[config.mk]
export PLATFORM = sky130hd
export DESIGN_NAME = scrollRegs
export DESIGN_NICKNAME = d
export VERILOG_FILES = /design/src/rtl/cpuRegPkg.sv /design/src/rtl/scrollRegs.sv
export VERILOG_INCLUDE_DIRS = /design/src /design/src/rtl
export SDC_FILE = /design/constraint.sdc
export NUM_CORES = 1
export LEC_CHECK = 0
export ABC_AREA = 1
export BUFFER_PORTS_ARGS = -buffer_cell sky130_fd_sc_hd__buf_2
export CORE_MARGIN = 4
export CORE_UTILIZATION = 47
export DETAILED_ROUTE_END_ITERATION = 10
export GPL_TIMING_DRIVEN = 0
export PLACE_DENSITY = 0.84
export SLEW_MARGIN = 20
export SYNTH_ARGS = -nofsm -noshare
export SYNTH_HDL_FRONTEND = slang
export SYNTH_SLANG_ARGS = --single-unit
[constraint.sdc]
create_clock -name CLK_6M -period 1.9 [get_ports CLK_6M]
set_input_delay 0.38 -clock CLK_6M [delete_from_list [all_inputs] [get_ports CLK_6M]]
set_output_delay 0.38 -clock CLK_6M [all_outputs]
set_load 0.02 [all_outputs]
[src/rtl/tilemap_defs.svh]
`ifndef TILEMAP_DEFS_SVH
`define TILEMAP_DEFS_SVH

// tilemap geometry, per layer
`define TM_COLS 64
`define TM_ROWS 32

// bus widths
`define DATA_W 8
// layer, 11-bit tile index, byte select
`define RAM_ADDR_W 13
`define CPU_ADDR_W 14
`define GFX_ADDR_W 14

// register offsets, cpu address bits 1:0
// bit 2 of the cpu address picks the layer
`define REG_HLO 2'd0
`define REG_HHI 2'd1
`define REG_VSC 2'd2

`endif
[src/rtl/cpuRegPkg.sv]
`default_nettype none

package cpuRegPkg;

	// register select, as seen in cpu address bits 2:0
	typedef struct packed {
		logic       layer;
		logic [1:0] offset;
	} regSel;

	// high-scroll register layout
	// bit 0 is hscroll bit 8, bits 3:1 priority
	typedef struct packed {
		logic [3:0] unused;
		logic [2:0] pri;
		logic       hScrollHi;
	} regFields;

	// one written byte, read either as a whole or as fields
	typedef union packed {
		logic [7:0] raw;
		regFields   f;
	} regByte;

	// scroll and priority of one layer
	typedef struct packed {
		logic [8:0] hScroll;
		logic [7:0] vScroll;
		logic [2:0] pri;
	} layerScroll;

	// both layers, indexed by layer bit
	typedef layerScroll [1:0] scrollSet;

endpackage

`default_nettype wire

[src/rtl/scrollRegs.sv]
`timescale 1ns/1ps
`default_nettype none

`include "tilemap_defs.svh"

module scrollRegs (
	input  wire logic                CLK_6M,
	input  wire logic                rst,
	input  wire logic                regCs,
	input  wire logic                cpuWe,
	input  wire logic [2:0]          cpuAddr,
	input  wire cpuRegPkg::regByte   cpuWrData,
	output cpuRegPkg::scrollSet      regs
);

	import cpuRegPkg::*;

	////////////////////////////////////////////////////////////////////////////
	// address decode
	////////////////////////////////////////////////////////////////////////////

	regSel sel;
	logic  wrEn;

	// layer in bit 2, offset in bits 1:0
	assign sel  = cpuAddr;
	// write lands on the clock edge, visible next cycle
	assign wrEn = regCs & cpuWe;

	////////////////////////////////////////////////////////////////////////////
	// register file
	////////////////////////////////////////////////////////////////////////////

	always_ff @(posedge CLK_6M) begin
		if (rst) begin
			// all scroll and priority values back to 0
			regs <= '0;
		end else if (wrEn) begin
			case (sel.offset)
				`REG_HLO: begin
					// low byte of hscroll, whole byte
					regs[sel.layer].hScroll[7:0] <= cpuWrData.raw;
				end
				`REG_HHI: begin
					// same byte split into priority and hscroll msb
					regs[sel.layer].hScroll[8] <= cpuWrData.f.hScrollHi;
					regs[sel.layer].pri        <= cpuWrData.f.pri;
				end
				`REG_VSC: begin
					// vscroll, whole byte
					regs[sel.layer].vScroll <= cpuWrData.raw;
				end
				default: begin
					// offset 3 is not mapped
				end
			endcase
		end
	end

endmodule

`default_nettype wire

* Yosys cells after proc, flatten, opt, wreduce, memory -nomap -nowiden
Index checks and enable logic that the tools add are counted.
Storage, ports and cells: bits of input ports 15, register bits after elaboration 40, word-level logic and storage cells 28, output and inout port bits 40
Operators by class: magnitude comparators 2, bitwise gates (word level) 1, reduce and logical (&&, ||, !) cells 4, multiplexer cells 13, equality and inequality tests 2
Operators with widths (number):
- 40-bit bitwise mux | 4
- 40-bit case mux with 3 select lines | 1
- 20-bit demux with 1-bit select | 4
- 20-bit 2-to-1 mux | 1
- 19-bit 2-to-1 mux | 1
- 11-bit 2-to-1 mux | 1
- 3-bit 2-to-1 mux | 1
- 3-bit nonzero test | 1
- 2-bit by 1-bit equality test with 1-bit output, second input constant | 1
- 2-bit equality test, second input constant | 1
- 2-bit logical NOT | 1
- 1-bit by 2-bit less-than comparator with 1-bit output, second input constant | 1
- 2-bit AND reduction | 1
- 1-bit AND | 1
- 1-bit >= comparator, second input constant | 1
- 1-bit logical AND | 1

* Logic depth before layout (Yosys ltp)
depth in word-level cells 7, gate-level depth with buffers 10, mapped depth without buffers 8

* Worst setup path after synthesis
No wires, ideal clock.
path kind input -> register, start point input port cpuAddr[0], end point register (tool-made name), stages 8, slack 0.420 ns, arrival 1.347 ns, required time 1.768 ns, buffers on the path 2, setup time 0.132 ns, cells stage by stage inv_1 ha_1 buf_6 inv_4 buf_6 nand3_1 nand2_1 a21oi_1
RTL lines:
- from (decl) | line scrollRegs.sv:11 | input wire logic [2:0] cpuAddr,

==> impl_metrics.env <==
export IMPL_fin_crit_sh_pct=81.9
export IMPL_vias=2571
export IMPL_drv_slew=0
export IMPL_cts_made_buffers=5
export IMPL_avgSynthCellArea_um2=6.20
export IMPL_cts_sinks=40
export IMPL_ctsRootBufferMaster="clkbuf_8"
export IMPL_clkTransAtPathRegs_ns=0.08
export IMPL_grt_pass1_wl_um=10600
export IMPL_endpoint_kind="flip-flop"
export IMPL_synth_cells=364
export IMPL_crit_slowest_cell="ha_1"
export IMPL_seqPwrFrac_pct=44.0
export IMPL_n_fill_cell=436
export IMPL_holdWs_ns=0.473
export IMPL_grt_max_degree=13
export IMPL_cts_tree="built"
export IMPL_max_slew_margin_pct=62.9
export IMPL_io_buffers=53
export IMPL_wl_um=6500
export IMPL_p_sw_uw=494
export IMPL_drtAntennaViolNets=0
export IMPL_yosysWarnings=0
export IMPL_rows=24
export IMPL_track_usage_pct=21.5
export IMPL_setup_tns_ns=0
export IMPL_p_total_mw=1.94
export IMPL_crit_path_max_incr_delay_ns=0.29
export IMPL_start_kind="input port"
export IMPL_vias_per_cell=5.40
export IMPL_irDropWorstVdd_uv=543
export IMPL_cts_hold_buf=0
export IMPL_layout_common_cells="nand2_1, buf_2, nand3_1"
export IMPL_nets=442
export IMPL_clockBufferDepth=2
export IMPL_grt_antenna_before_repair=0
export IMPL_power_leakage_nw=1.35
export IMPL_routabilityCongestion=0.888
export IMPL_remaining_drc_errors=0
export IMPL_hold_path_class="input port to flip-flop"
export IMPL_rsz0062_at_grt="no"
export IMPL_dpl_cell_area_mm2=0.00259
export IMPL_drtIter0Drc=231
export IMPL_synth_net_count=382
export IMPL_postCtsSetupRepairBufs=0
export IMPL_status="completed"
export IMPL_arrival_ns=1.71
export IMPL_io_pins=55
export IMPL_pwr_share_comb_pct=14.0
export IMPL_max_freq_mhz=643
export IMPL_worstMarginPinSlew_ns=0.556
export IMPL_hold_viol=0
export IMPL_initial_core_util_pct=50.1
export IMPL_setup_viol=0
export IMPL_synthTopCellsByArea="dfxtp_1, nand2_1, nand3_1"
export IMPL_p_int_mw=1.45
export IMPL_crit_type="input port to flip-flop"
export IMPL_crit_fanout=10
export IMPL_synth_cell_type_count=17
export IMPL_yosysSeqAreaShare_pct=35.5
export IMPL_swShare_pct=25.4
export IMPL_grt_ovfl_total=0
export IMPL_syn_to_final_growth_pct=20.3
export IMPL_synth_top_cell_area_share_pct=35.5
export IMPL_wl_per_cell_um=13.7
export IMPL_post_cts_resized=0
export IMPL_cts_htree_levels=2
export IMPL_clkPwrFrac_pct=42.0
export IMPL_fin_crit_ns=1.56
export IMPL_core_area_mm2=0.00450
export IMPL_dr_pass1_iters=5
export IMPL_ys_ff_latch=40
export IMPL_die_x_um=77.3
export IMPL_yosysTopAreaCell="dfxtp_1"
export IMPL_crit_required_ns=2.06
export IMPL_path_common_cell="buf_6"
export IMPL_insertedDiodeCount=0
export IMPL_die_h_um=77.3
export IMPL_maxCapViolations=0
export IMPL_finClkSkew_ns=0
export IMPL_final_area_mm2=0.00272
export IMPL_path_cells="buf_2 > inv_1 > ha_1 > buf_6 > inv_4 > buf_6 > nand3_1 > nand2_1 > a21oi_1"
export IMPL_layout_drive_gt1_share_pct=20.8
export IMPL_powerDensity_mw_per_mm2=714
export IMPL_die_area_mm2=0.00598
export IMPL_grt_pass1_vias=2355
export IMPL_clock_latency_ns=0.29
export IMPL_syn_area_mm2=0.00226
export IMPL_layout_commonest_cell="nand2_1"
export IMPL_dp_hpwl_um=4620
final cells by class:
type / count / area, µm² / area share (%)
plain buffers: 22 / 144 / 5.29
clock buffers: 5 / 68.8 / 2.53
clock inverters: 2 / 60.1 / 2.21
inverters: 8 / 32.5 / 1.20
multi-input cells: 294 / 1280 / 47.1
flip-flops and latches: 40 / 801 / 29.5
well taps: 52 / 65.1 / 2.39
repair buffers: 53 / 265 / 9.76
power groups by stage:
stage               sequential, mW  combinational, mW  clock, mW
floorplan                    0.883              0.173          0
global placement             0.873              0.262          0
detailed placement           0.874              0.267          0
CTS                          0.854              0.268      0.819
global route                 0.855              0.299      0.849
finish                       0.854              0.272      0.816
stage by stage:
stage | utilization (%) | setup slack [ns] | std cells
floorplan | - | 0.420 | 364
global placement | 57.5 | 0.0861 | 469
detailed placement | 57.5 | 0.0552 | 469
CTS | 60.3 | 0.362 | 476
global route | 60.3 | 0.223 | 476
finish | 60.3 | 0.345 | 476
worst max-delay path, delay by kind of cell:
family                     cells  cell delay [ns]
buffers and inverters          5             0.50
and+or+nand+nor                2             0.45
adders and majority gates      1             0.29
AOI/OAI and AO/OA              1             0.07
kinds of logic (layout without fill, tap and decap cells):
group,count (synthesis),count (layout),share of synthesized area [%]
buf+inv,30,90,7.81
simple gates,250,250,45.5
fa+ha+maj,3,3,1.66
compound gates,41,41,9.58
flops,40,40,35.5
cells in the mapped netlist (all sizes together):
master and instances:
inv 8, a21oi 40, nor2 4, nand3 43, buf 18, ha 3
o21ai 1, nand2 203, clkbuf 4, dfxtp 40
layer usage:
metal / global-route usage, % / up-vias / routed length (µm)
li1: - / 1274 / -
met1: 27.7 / 1179 / 2760
met2: 36.0 / 104 / 3120
met3: 4.22 / 14 / 498
met4: 7.30 / 0 / 124
met5: 0 / - / 0
path summary, 6_finish.rpt:
kind / cells after the start / startpoint / endpoint / slack (ns)
worst max-delay path: 9 / cpuAddr[0] / flip-flop / 0.34
worst min-delay path: 5 / cpuWrData[5] / flip-flop / 0.47
worst max register to register: 6 / flip-flop / flip-flop / 1.02
worst min register to register: 2 / flip-flop / flip-flop / 0.48
Note: power is estimated with default switching activity, not from simulation.
