==> src/rtl/tilemap_defs.svh <==
`ifndef TILEMAP_DEFS_SVH
`define TILEMAP_DEFS_SVH

// tilemap geometry, per layer
`define TM_COLS 64
`define TM_ROWS 32

// bus widths
`define DATA_W 8
// layer, 11-bit tile index, byte select
`define RAM_ADDR_W 13
`define CPU_ADDR_W 14
`define GFX_ADDR_W 14

// register offsets, cpu address bits 1:0
// bit 2 of the cpu address picks the layer
`define REG_HLO 2'd0
`define REG_HHI 2'd1
`define REG_VSC 2'd2

`endif
==> src/rtl/videoAddrPkg.sv <==
`default_nettype none

package videoAddrPkg;

	// tile position in the 64x32 map
	typedef struct packed {
		logic [4:0] row;
		logic [5:0] col;
	} tileIdx;

	// tilemap ram byte address
	typedef struct packed {
		logic   layer;
		tileIdx tileIndex;
		logic   byteSel;
	} ramAddr;

	// graphics rom address
	typedef struct packed {
		logic [1:0] attr;
		logic [7:0] index;
		logic [2:0] row;
		logic       nibble;
	} gfxAddr;

	// fetch result, one per returned byte 1
	typedef struct packed {
		logic   layer;
		gfxAddr addr;
	} gfxFetch;

	// request info riding along with the ram address
	typedef struct packed {
		logic       layer;
		logic       byteSel;
		logic [2:0] row;
		logic       nibble;
	} fetchTag;

endpackage

`default_nettype wire

==> src/rtl/cpuRegPkg.sv <==
`default_nettype none

package cpuRegPkg;

	// register select, as seen in cpu address bits 2:0
	typedef struct packed {
		logic       layer;
		logic [1:0] offset;
	} regSel;

	// high-scroll register layout
	// bit 0 is hscroll bit 8, bits 3:1 priority
	typedef struct packed {
		logic [3:0] unused;
		logic [2:0] pri;
		logic       hScrollHi;
	} regFields;

	// one written byte, read either as a whole or as fields
	typedef union packed {
		logic [7:0] raw;
		regFields   f;
	} regByte;

	// scroll and priority of one layer
	typedef struct packed {
		logic [8:0] hScroll;
		logic [7:0] vScroll;
		logic [2:0] pri;
	} layerScroll;

	// both layers, indexed by layer bit
	typedef layerScroll [1:0] scrollSet;

endpackage

`default_nettype wire

==> src/rtl/tileAddrGen.sv <==
`timescale 1ns/1ps
`default_nettype none

`include "tilemap_defs.svh"

module tileAddrGen (
	input  wire logic                 CLK_6M,
	input  wire logic                 rst,
	input  wire logic                 hSyncN,
	input  wire logic                 vSyncN,
	input  wire cpuRegPkg::scrollSet  regs,
	output videoAddrPkg::ramAddr      vidAddr,
	input  wire logic [`DATA_W-1:0]   vidRdData,
	output logic                      fetchStrobe,
	output videoAddrPkg::gfxFetch     gfxOut,
	output logic [1:0]                pixLatch
);

	import cpuRegPkg::*;
	import videoAddrPkg::*;

	localparam int COL_W = $clog2(`TM_COLS);
	localparam int ROW_W = $clog2(`TM_ROWS);

	////////////////////////////////////////////////////////////////////////////
	// sync edges and beam counters
	////////////////////////////////////////////////////////////////////////////

	logic       hSyncLast;
	logic       vSyncLast;
	logic       hFall;
	logic       vFall;
	logic [8:0] hCount;
	logic [7:0] vCount;

	// falling edge: low now, high last sample
	assign hFall = ~hSyncN & hSyncLast;
	assign vFall = ~vSyncN & vSyncLast;

	always_ff @(posedge CLK_6M) begin
		if (rst) begin
			hSyncLast <= 1'b1;
			vSyncLast <= 1'b1;
			hCount    <= '0;
			vCount    <= '0;
		end else begin
			hSyncLast <= hSyncN;
			vSyncLast <= vSyncN;
			hCount    <= hFall ? 9'd0 : hCount + 9'd1;
			// vsync edge wins over the line increment
			if (vFall)
				vCount <= '0;
			else if (hFall)
				vCount <= vCount + 8'd1;
		end
	end

	////////////////////////////////////////////////////////////////////////////
	// scrolled addressing, cycle n
	////////////////////////////////////////////////////////////////////////////

	logic             curLayer;
	logic             curByte;
	logic [8:0]       hPos;
	logic [7:0]       vPos;
	logic [COL_W-1:0] tileCol;
	logic [ROW_W-1:0] tileRow;

	// layers interleave every cycle, bytes every two
	assign curLayer = hCount[0];
	assign curByte  = hCount[1];
	// wraps at 512 and 256
	assign hPos     = hCount + regs[curLayer].hScroll;
	assign vPos     = vCount + regs[curLayer].vScroll;
	assign tileCol  = hPos[3 +: COL_W];
	assign tileRow  = vPos[3 +: ROW_W];

	// tag pipe, stage 1 with the address, stage 2 with the data
	fetchTag tag1;
	fetchTag tag2;

	always_ff @(posedge CLK_6M) begin
		if (rst) begin
			vidAddr <= '0;
			tag1    <= '0;
			tag2    <= '0;
		end else begin
			vidAddr.layer         <= curLayer;
			vidAddr.tileIndex.row <= tileRow;
			vidAddr.tileIndex.col <= tileCol;
			vidAddr.byteSel       <= curByte;
			tag1.layer            <= curLayer;
			tag1.byteSel          <= curByte;
			tag1.row              <= vPos[2:0];
			tag1.nibble           <= hPos[2];
			// ram data comes back one cycle after the address
			tag2                  <= tag1;
		end
	end

	////////////////////////////////////////////////////////////////////////////
	// byte capture and rom address
	////////////////////////////////////////////////////////////////////////////

	logic [7:0]             idxQ [2];
	logic [`GFX_ADDR_W-1:0] romWord;

	// byte 0 is the tile index for its layer
	always_ff @(posedge CLK_6M) begin
		if (!tag2.byteSel)
			idxQ[tag2.layer] <= vidRdData;
	end

	// attr from byte 1, stored index, row and nibble of the byte 1 request
	assign romWord = {vidRdData[1:0], idxQ[tag2.layer], tag2.row, tag2.nibble};

	always_ff @(posedge CLK_6M) begin
		if (rst) begin
			fetchStrobe <= 1'b0;
			gfxOut      <= '0;
			pixLatch    <= '0;
		end else begin
			// one pulse per returned byte 1, at n+3
			fetchStrobe <= tag2.byteSel;
			if (tag2.byteSel) begin
				gfxOut.layer <= tag2.layer;
				gfxOut.addr  <= romWord;
			end
			// per-layer pixel latch, modulo 4 of beam plus scroll
			for (int l = 0; l < 2; l++) begin
				pixLatch[l] <= 2'(hCount[1:0] + regs[l].hScroll[1:0]) == 2'd3;
			end
		end
	end

endmodule

`default_nettype wire

==> config.mk <==
export PLATFORM = sky130hd
export DESIGN_NAME = tileAddrGen
export DESIGN_NICKNAME = d
export VERILOG_FILES = /design/src/rtl/videoAddrPkg.sv /design/src/rtl/cpuRegPkg.sv /design/src/rtl/tileAddrGen.sv
export VERILOG_INCLUDE_DIRS = /design/src /design/src/rtl
export SDC_FILE = /design/constraint.sdc
export NUM_CORES = 1
export LEC_CHECK = 0
export ABC_AREA = 0
export BUFFER_PORTS_ARGS = -buffer_cell sky130_fd_sc_hd__buf_2
export CAP_MARGIN = 0
export CORE_MARGIN = 5
export CORE_UTILIZATION = 35
export DETAILED_ROUTE_END_ITERATION = 8
export PLACE_DENSITY = 0.57
export SLEW_MARGIN = 20
export SYNTH_ARGS = -nofsm -noshare
export SYNTH_HDL_FRONTEND = slang
export SYNTH_SLANG_ARGS = --single-unit
==> constraint.sdc <==
create_clock -name CLK_6M -period 5.2 [get_ports CLK_6M]
set_input_delay 0.26 -clock CLK_6M [delete_from_list [all_inputs] [get_ports CLK_6M]]
set_output_delay 0.26 -clock CLK_6M [all_outputs]
set_load 0.05 [all_outputs]
Word-level counts from Yosys, hierarchy flattened
Memory sizes are Yosys's and may differ from the RTL's. A register that Yosys moved wholly into a read port is not among the register bits.
Index checks and enable logic that the tools add are counted.

storage, ports and cells
  bits in registers = 52
  memory bits (writable) = 16
  input bits = 52
  word-level logic and storage cells = 39
  memories = 1

memories
  name  depth  bits a word  read ports  clocked after memory_dff  write ports  line                RTL
  idxQ  2      8            1           1                         1            tileAddrGen.sv:105  logic [7:0] idxQ [2];

cells by class
  add/sub/neg operators = 6
  $lt $le $gt $ge = 1
  equality and inequality tests = 2
  multiplexer cells = 3
  bitwise operators = 4
  reduce and logical (&&, ||, !) cells = 2

operator list
  kind                   number
  $mux W20               2
  $add A9 B1 Y9 const B  1
  $add A9 B9 Y9          1
  $add A8 B1 Y8 const B  1
  $add A8 B8 Y8          1
  $add A2 B2 Y2          2
  $eq A2 B2 Y1 const B   2
  $reduce_or A2 Y1       2
  $and A1 B1 Y1          2
  $lt A1 B2 Y1 const B   1
  $not A1 Y1             2
  $mux W1                1

Depth between registers and ports, before layout
  word-level depth = 3
  depth in mapped cells = 10
  depth with buffers taken out = 8

Worst setup path before layout
OpenSTA, ideal clock, no wires.

  path type = reg2reg
  start = reg hCount[0]
  end = reg vidAddr[11] in the netlist's numbering
  library setup time = 0.072 ns
  data arrival time = 2.232 ns
  required time = 5.128 ns
  setup slack = 2.896 ns
  cell stages (with the launch flop) = 10
  buffers on the path = 2
  clock period less this slack = 2.304 ns
  cells stage by stage = dfxtp_1 > buf_2 > buf_2 > mux2i_1 > inv_1 > ha_1 > a21oi_1 > o2111ai_1 > o31ai_1 > mux2i_1

on the way
  word-level cells in the longest chain between the ends = 3

ends and longest elaborated chain
  element                                      line               RTL
  start: declaration                           tileAddrGen.sv:33  logic [8:0] hCount;
  start signal: assignment                     tileAddrGen.sv:49  hCount <= hFall ? 9'd0 : hCount + 9'd1;
  $mux W20 (not written as such) (2 in a row)  tileAddrGen.sv:74  assign vPos = vCount + regs[curLayer].vScroll;
  $add A8 B8 Y8                                tileAddrGen.sv:74
  end: declaration                             tileAddrGen.sv:12  output videoAddrPkg::ramAddr vidAddr,

Every way passes these cells. The select of a mux whose other input is x is not followed.
A chain may end at the register's enable or synchronous reset.

Final worst setup path
  start = reg hCount[0]
  end = reg vidAddr[6] in the netlist's numbering

on the way
  word-level cells in the longest chain between the ends = 3

ends and longest elaborated chain
  element                line               RTL
  $mux W20 (2 in a row)  --
  $add A9 B9 Y9 (*)      tileAddrGen.sv:73  assign hPos = hCount + regs[curLayer].hScroll;

Mark *: on every way between the ends. The rest lies on a longest branch, timed or not. The select of a mux whose other input is x is not followed.

==> flow_summary.ini <==
[setup_path]
endpoint_kind = register
reg2reg_depth = 7
cp.required_ns = 5.48
critPathLaunchType = register
timing.rr.start = hCount[0]$_SDFF_PP0_
rrSetupSlack_ns = 2.78
cp.arrival_ns = 2.70
crit_type = register to register
cp_max_fo = 23
cp-startpoint = hCount[0]$_SDFF_PP0_
rr_endpoint = vidAddr[6]$_SDFF_PP0_

[timing]
setup_tns_ns = 0
max_slew_margin_pct = 33.7
timing.fmax_ghz = 0.413
fin_skew_ns = 0.00984
hold_viol = 0
max_slew.worst_pin.slew_ns = 0.994
maxSlewViolCount = 0
period_share_pct = 46.5
fin_crit_ns = 2.42
fin_ws_ns = 2.78
setup_viol_count_final = 0
rsz0062_at_grt = no

[logic_synthesis]
yosys.area.top_type_share_pct = 36.0
synthArstFlopShare_pct = 0
synth-edff-count = 16
syn_area_sq_um = 3340
syn_nets = 384
seq_area_frac_synth_pct = 50.3
synthFlopType = dfxtp_1
synthTopCellsByArea = dfxtp_1 (36%), edfxtp_1 (14%), ha_1 (6.7%), mux2i_1 (5.7%), mux2_2 (4.7%)
synthesis.area_per_instance_sq_um = 10.7
ys_ff_latch = 76
synthesis.instances = 313
ys_types = 43
ys_warn_count = 0
synth_top_area_cell = dfxtp_1

[global_route]
antenna_found_initial = 0
grt_max_degree = 45
grt_pass1_wl_um = 10900
overflow = 0
global_route.usage.total_pct = 11.9
first_global_vias = 2334

[finish]
num-fill-cells = 934
num_antenna_cells = 0
final_layout_size_suffix_gt1_share_pct = 27.5
multi_input_area_sq_um = 1560
area_delta_synth_final_pct = 20.8
layout_common_cells = buf_2 (76), dfxtp_1 (60), nor2_1 (40)
ff_latch_area_sq_um = 1680
num-nets-final = 459
final_common_cell = buf_2

[placed_design]
port_buffers = 76
post-place-ws_ns = 2.75
place_congestion = 0.754
dp_hpwl_um = 4740

[drt]
drtAntennaViolNets = 0
drt_wl_total_um = 6500
firstDrtPassIters = 4
drt-initial-drc-count = 70
detail_route.wl_per_cell_um = 12.4
routed_via_density = 4.51
drc_errors = 0
vias = 2355

[die]
io-pin-count = 83
die-area_sq_um = 11600
core_sq_um = 9280
die_x_um = 108
die_y_um = 108
num_rows = 35
start_util_pct = 36.0

[power]
powerDensity_nw_per_um2 = 316
power_w = 0.00127
p_leak_nw = 1.68
worst_ir_drop_vdd_mv = 0.164

[worst_hold_path]
min_from = vidRdData[5]
hold_class = primary input to register
whs_endpoint = idxQ[0][5]$_DFFE_PP_
whs_path_depth = 1

[job]
cap_violations = 0

[clock_tree]
cts-hold-fix-buffers = 0
numCtsBuffers = 9
cts_root_buffer = clkbuf_8
clkLatencyLatePin_ns = 0.34
htreeDepth = 3
cts_setup_buffers = 0
cts_tree = built
path_clk_slew_ns = 0.08
post_cts_resized = 0
clock_sinks = 76
cts_max_path_buffers = 2

[run_status]
status = finished, final reports clean
synthesized netlist by cell type (all sizes together), types with 2 or more instances:
master and n:
dfxtp 60, nor2 40, mux2i 19, ha 18, edfxtp 16, nor2b 15, mux2 14, xnor2 13
nand2 11, a211oi 10, xor2 10, inv 9, a21oi 7, buf 7, clkbuf 6, nor3 6
o21ai 6, nand3 5, nand4 5, and3 4, o211ai 4, nand2b 3, or3 3, or4 3
nor4 2, o21a 2, o21bai 2, o31ai 2, or2 2
routing by layer:
metal	vias up	wire length [um]	track usage, %
met3	9	335	3.78
met1	1048	3180	15.4
li1	1248	-	-
met5	-	0	0
met2	50	2860	18.4
met4	0	112	4.87
flip-flops by register name, summed over array words and instances (netlist names):
name and cells:
tag2 2, romWord 4, gfxOut 15, hSyncLast 1
hCount 9, idxQ 16, vidAddr 11, fetchStrobe 1
tag1 6, vCount 8, vSyncLast 1, pixLatch 2
area by class of cell:
class / count / share of cell area (%)
tap: 129 / 4.00
inverter: 10 / 0.930
sequential: 76 / 41.7
timing repair buffer: 77 / 9.61
clock buffer: 11 / 3.25
clock inverter: 5 / 1.89
multi-input combinational: 214 / 38.7
critical path, cell delays in order (launching register included):
cell and delay, ns:
dfxtp_1 0.31, buf_4 0.30, mux2_2 0.38, ha_1 0.30, a211oi_2 0.32, nor4_2 0.12
or4_1 0.53, nand4_1 0.10
where the power goes:
group / internal (W) / switching (W) / leakage (nW)
logic: 0.0000626 / 0.0000993 / 0.931
registers: 0.000627 / 0.0000108 / 0.647
clock network: 0.000268 / 0.000206 / 0.101
total: 0.000958 / 0.000317 / 1.68
worst max-delay path by stage:
| stage | endpoint | slack, ns |
|---|---|---|
| after floorplan | vidAddr[11]$_SDFF_PP0_ | 2.90 |
| after global placement | vidAddr[6]$_SDFF_PP0_ | 2.80 |
| after detailed placement | vidAddr[6]$_SDFF_PP0_ | 2.75 |
| after CTS | vidAddr[6]$_SDFF_PP0_ | 2.75 |
| after global routing | vidAddr[6]$_SDFF_PP0_ | 2.63 |
| final | vidAddr[6]$_SDFF_PP0_ | 2.78 |
metrics by stage:
stage | instance area [sq um] | cells | utilization [%] | hold WS [ns]
finish | 4040 | 522 | 43.5 | 0.106
global route | 4040 | 522 | 43.5 | 0.0800
CTS | 4040 | 522 | 43.5 | 0.0939
detailed placement | 3830 | 506 | 41.2 | 0.424
global placement | 3830 | 506 | 41.2 | 0.423
floorplan | 3340 | 313 | - | 0.359
logic make-up after synthesis:
family                     share of synthesized area, %
adders and majority gates                          7.34
and+or+nand+nor                                    15.4
AOI/OAI and AO/OA                                  7.56
xor gates and xnor gates                           6.03
buffers and inverters                              2.96
muxes                                              10.4
DFF                                                50.3
No activity file was read; power rests on OpenSTA's default activity.
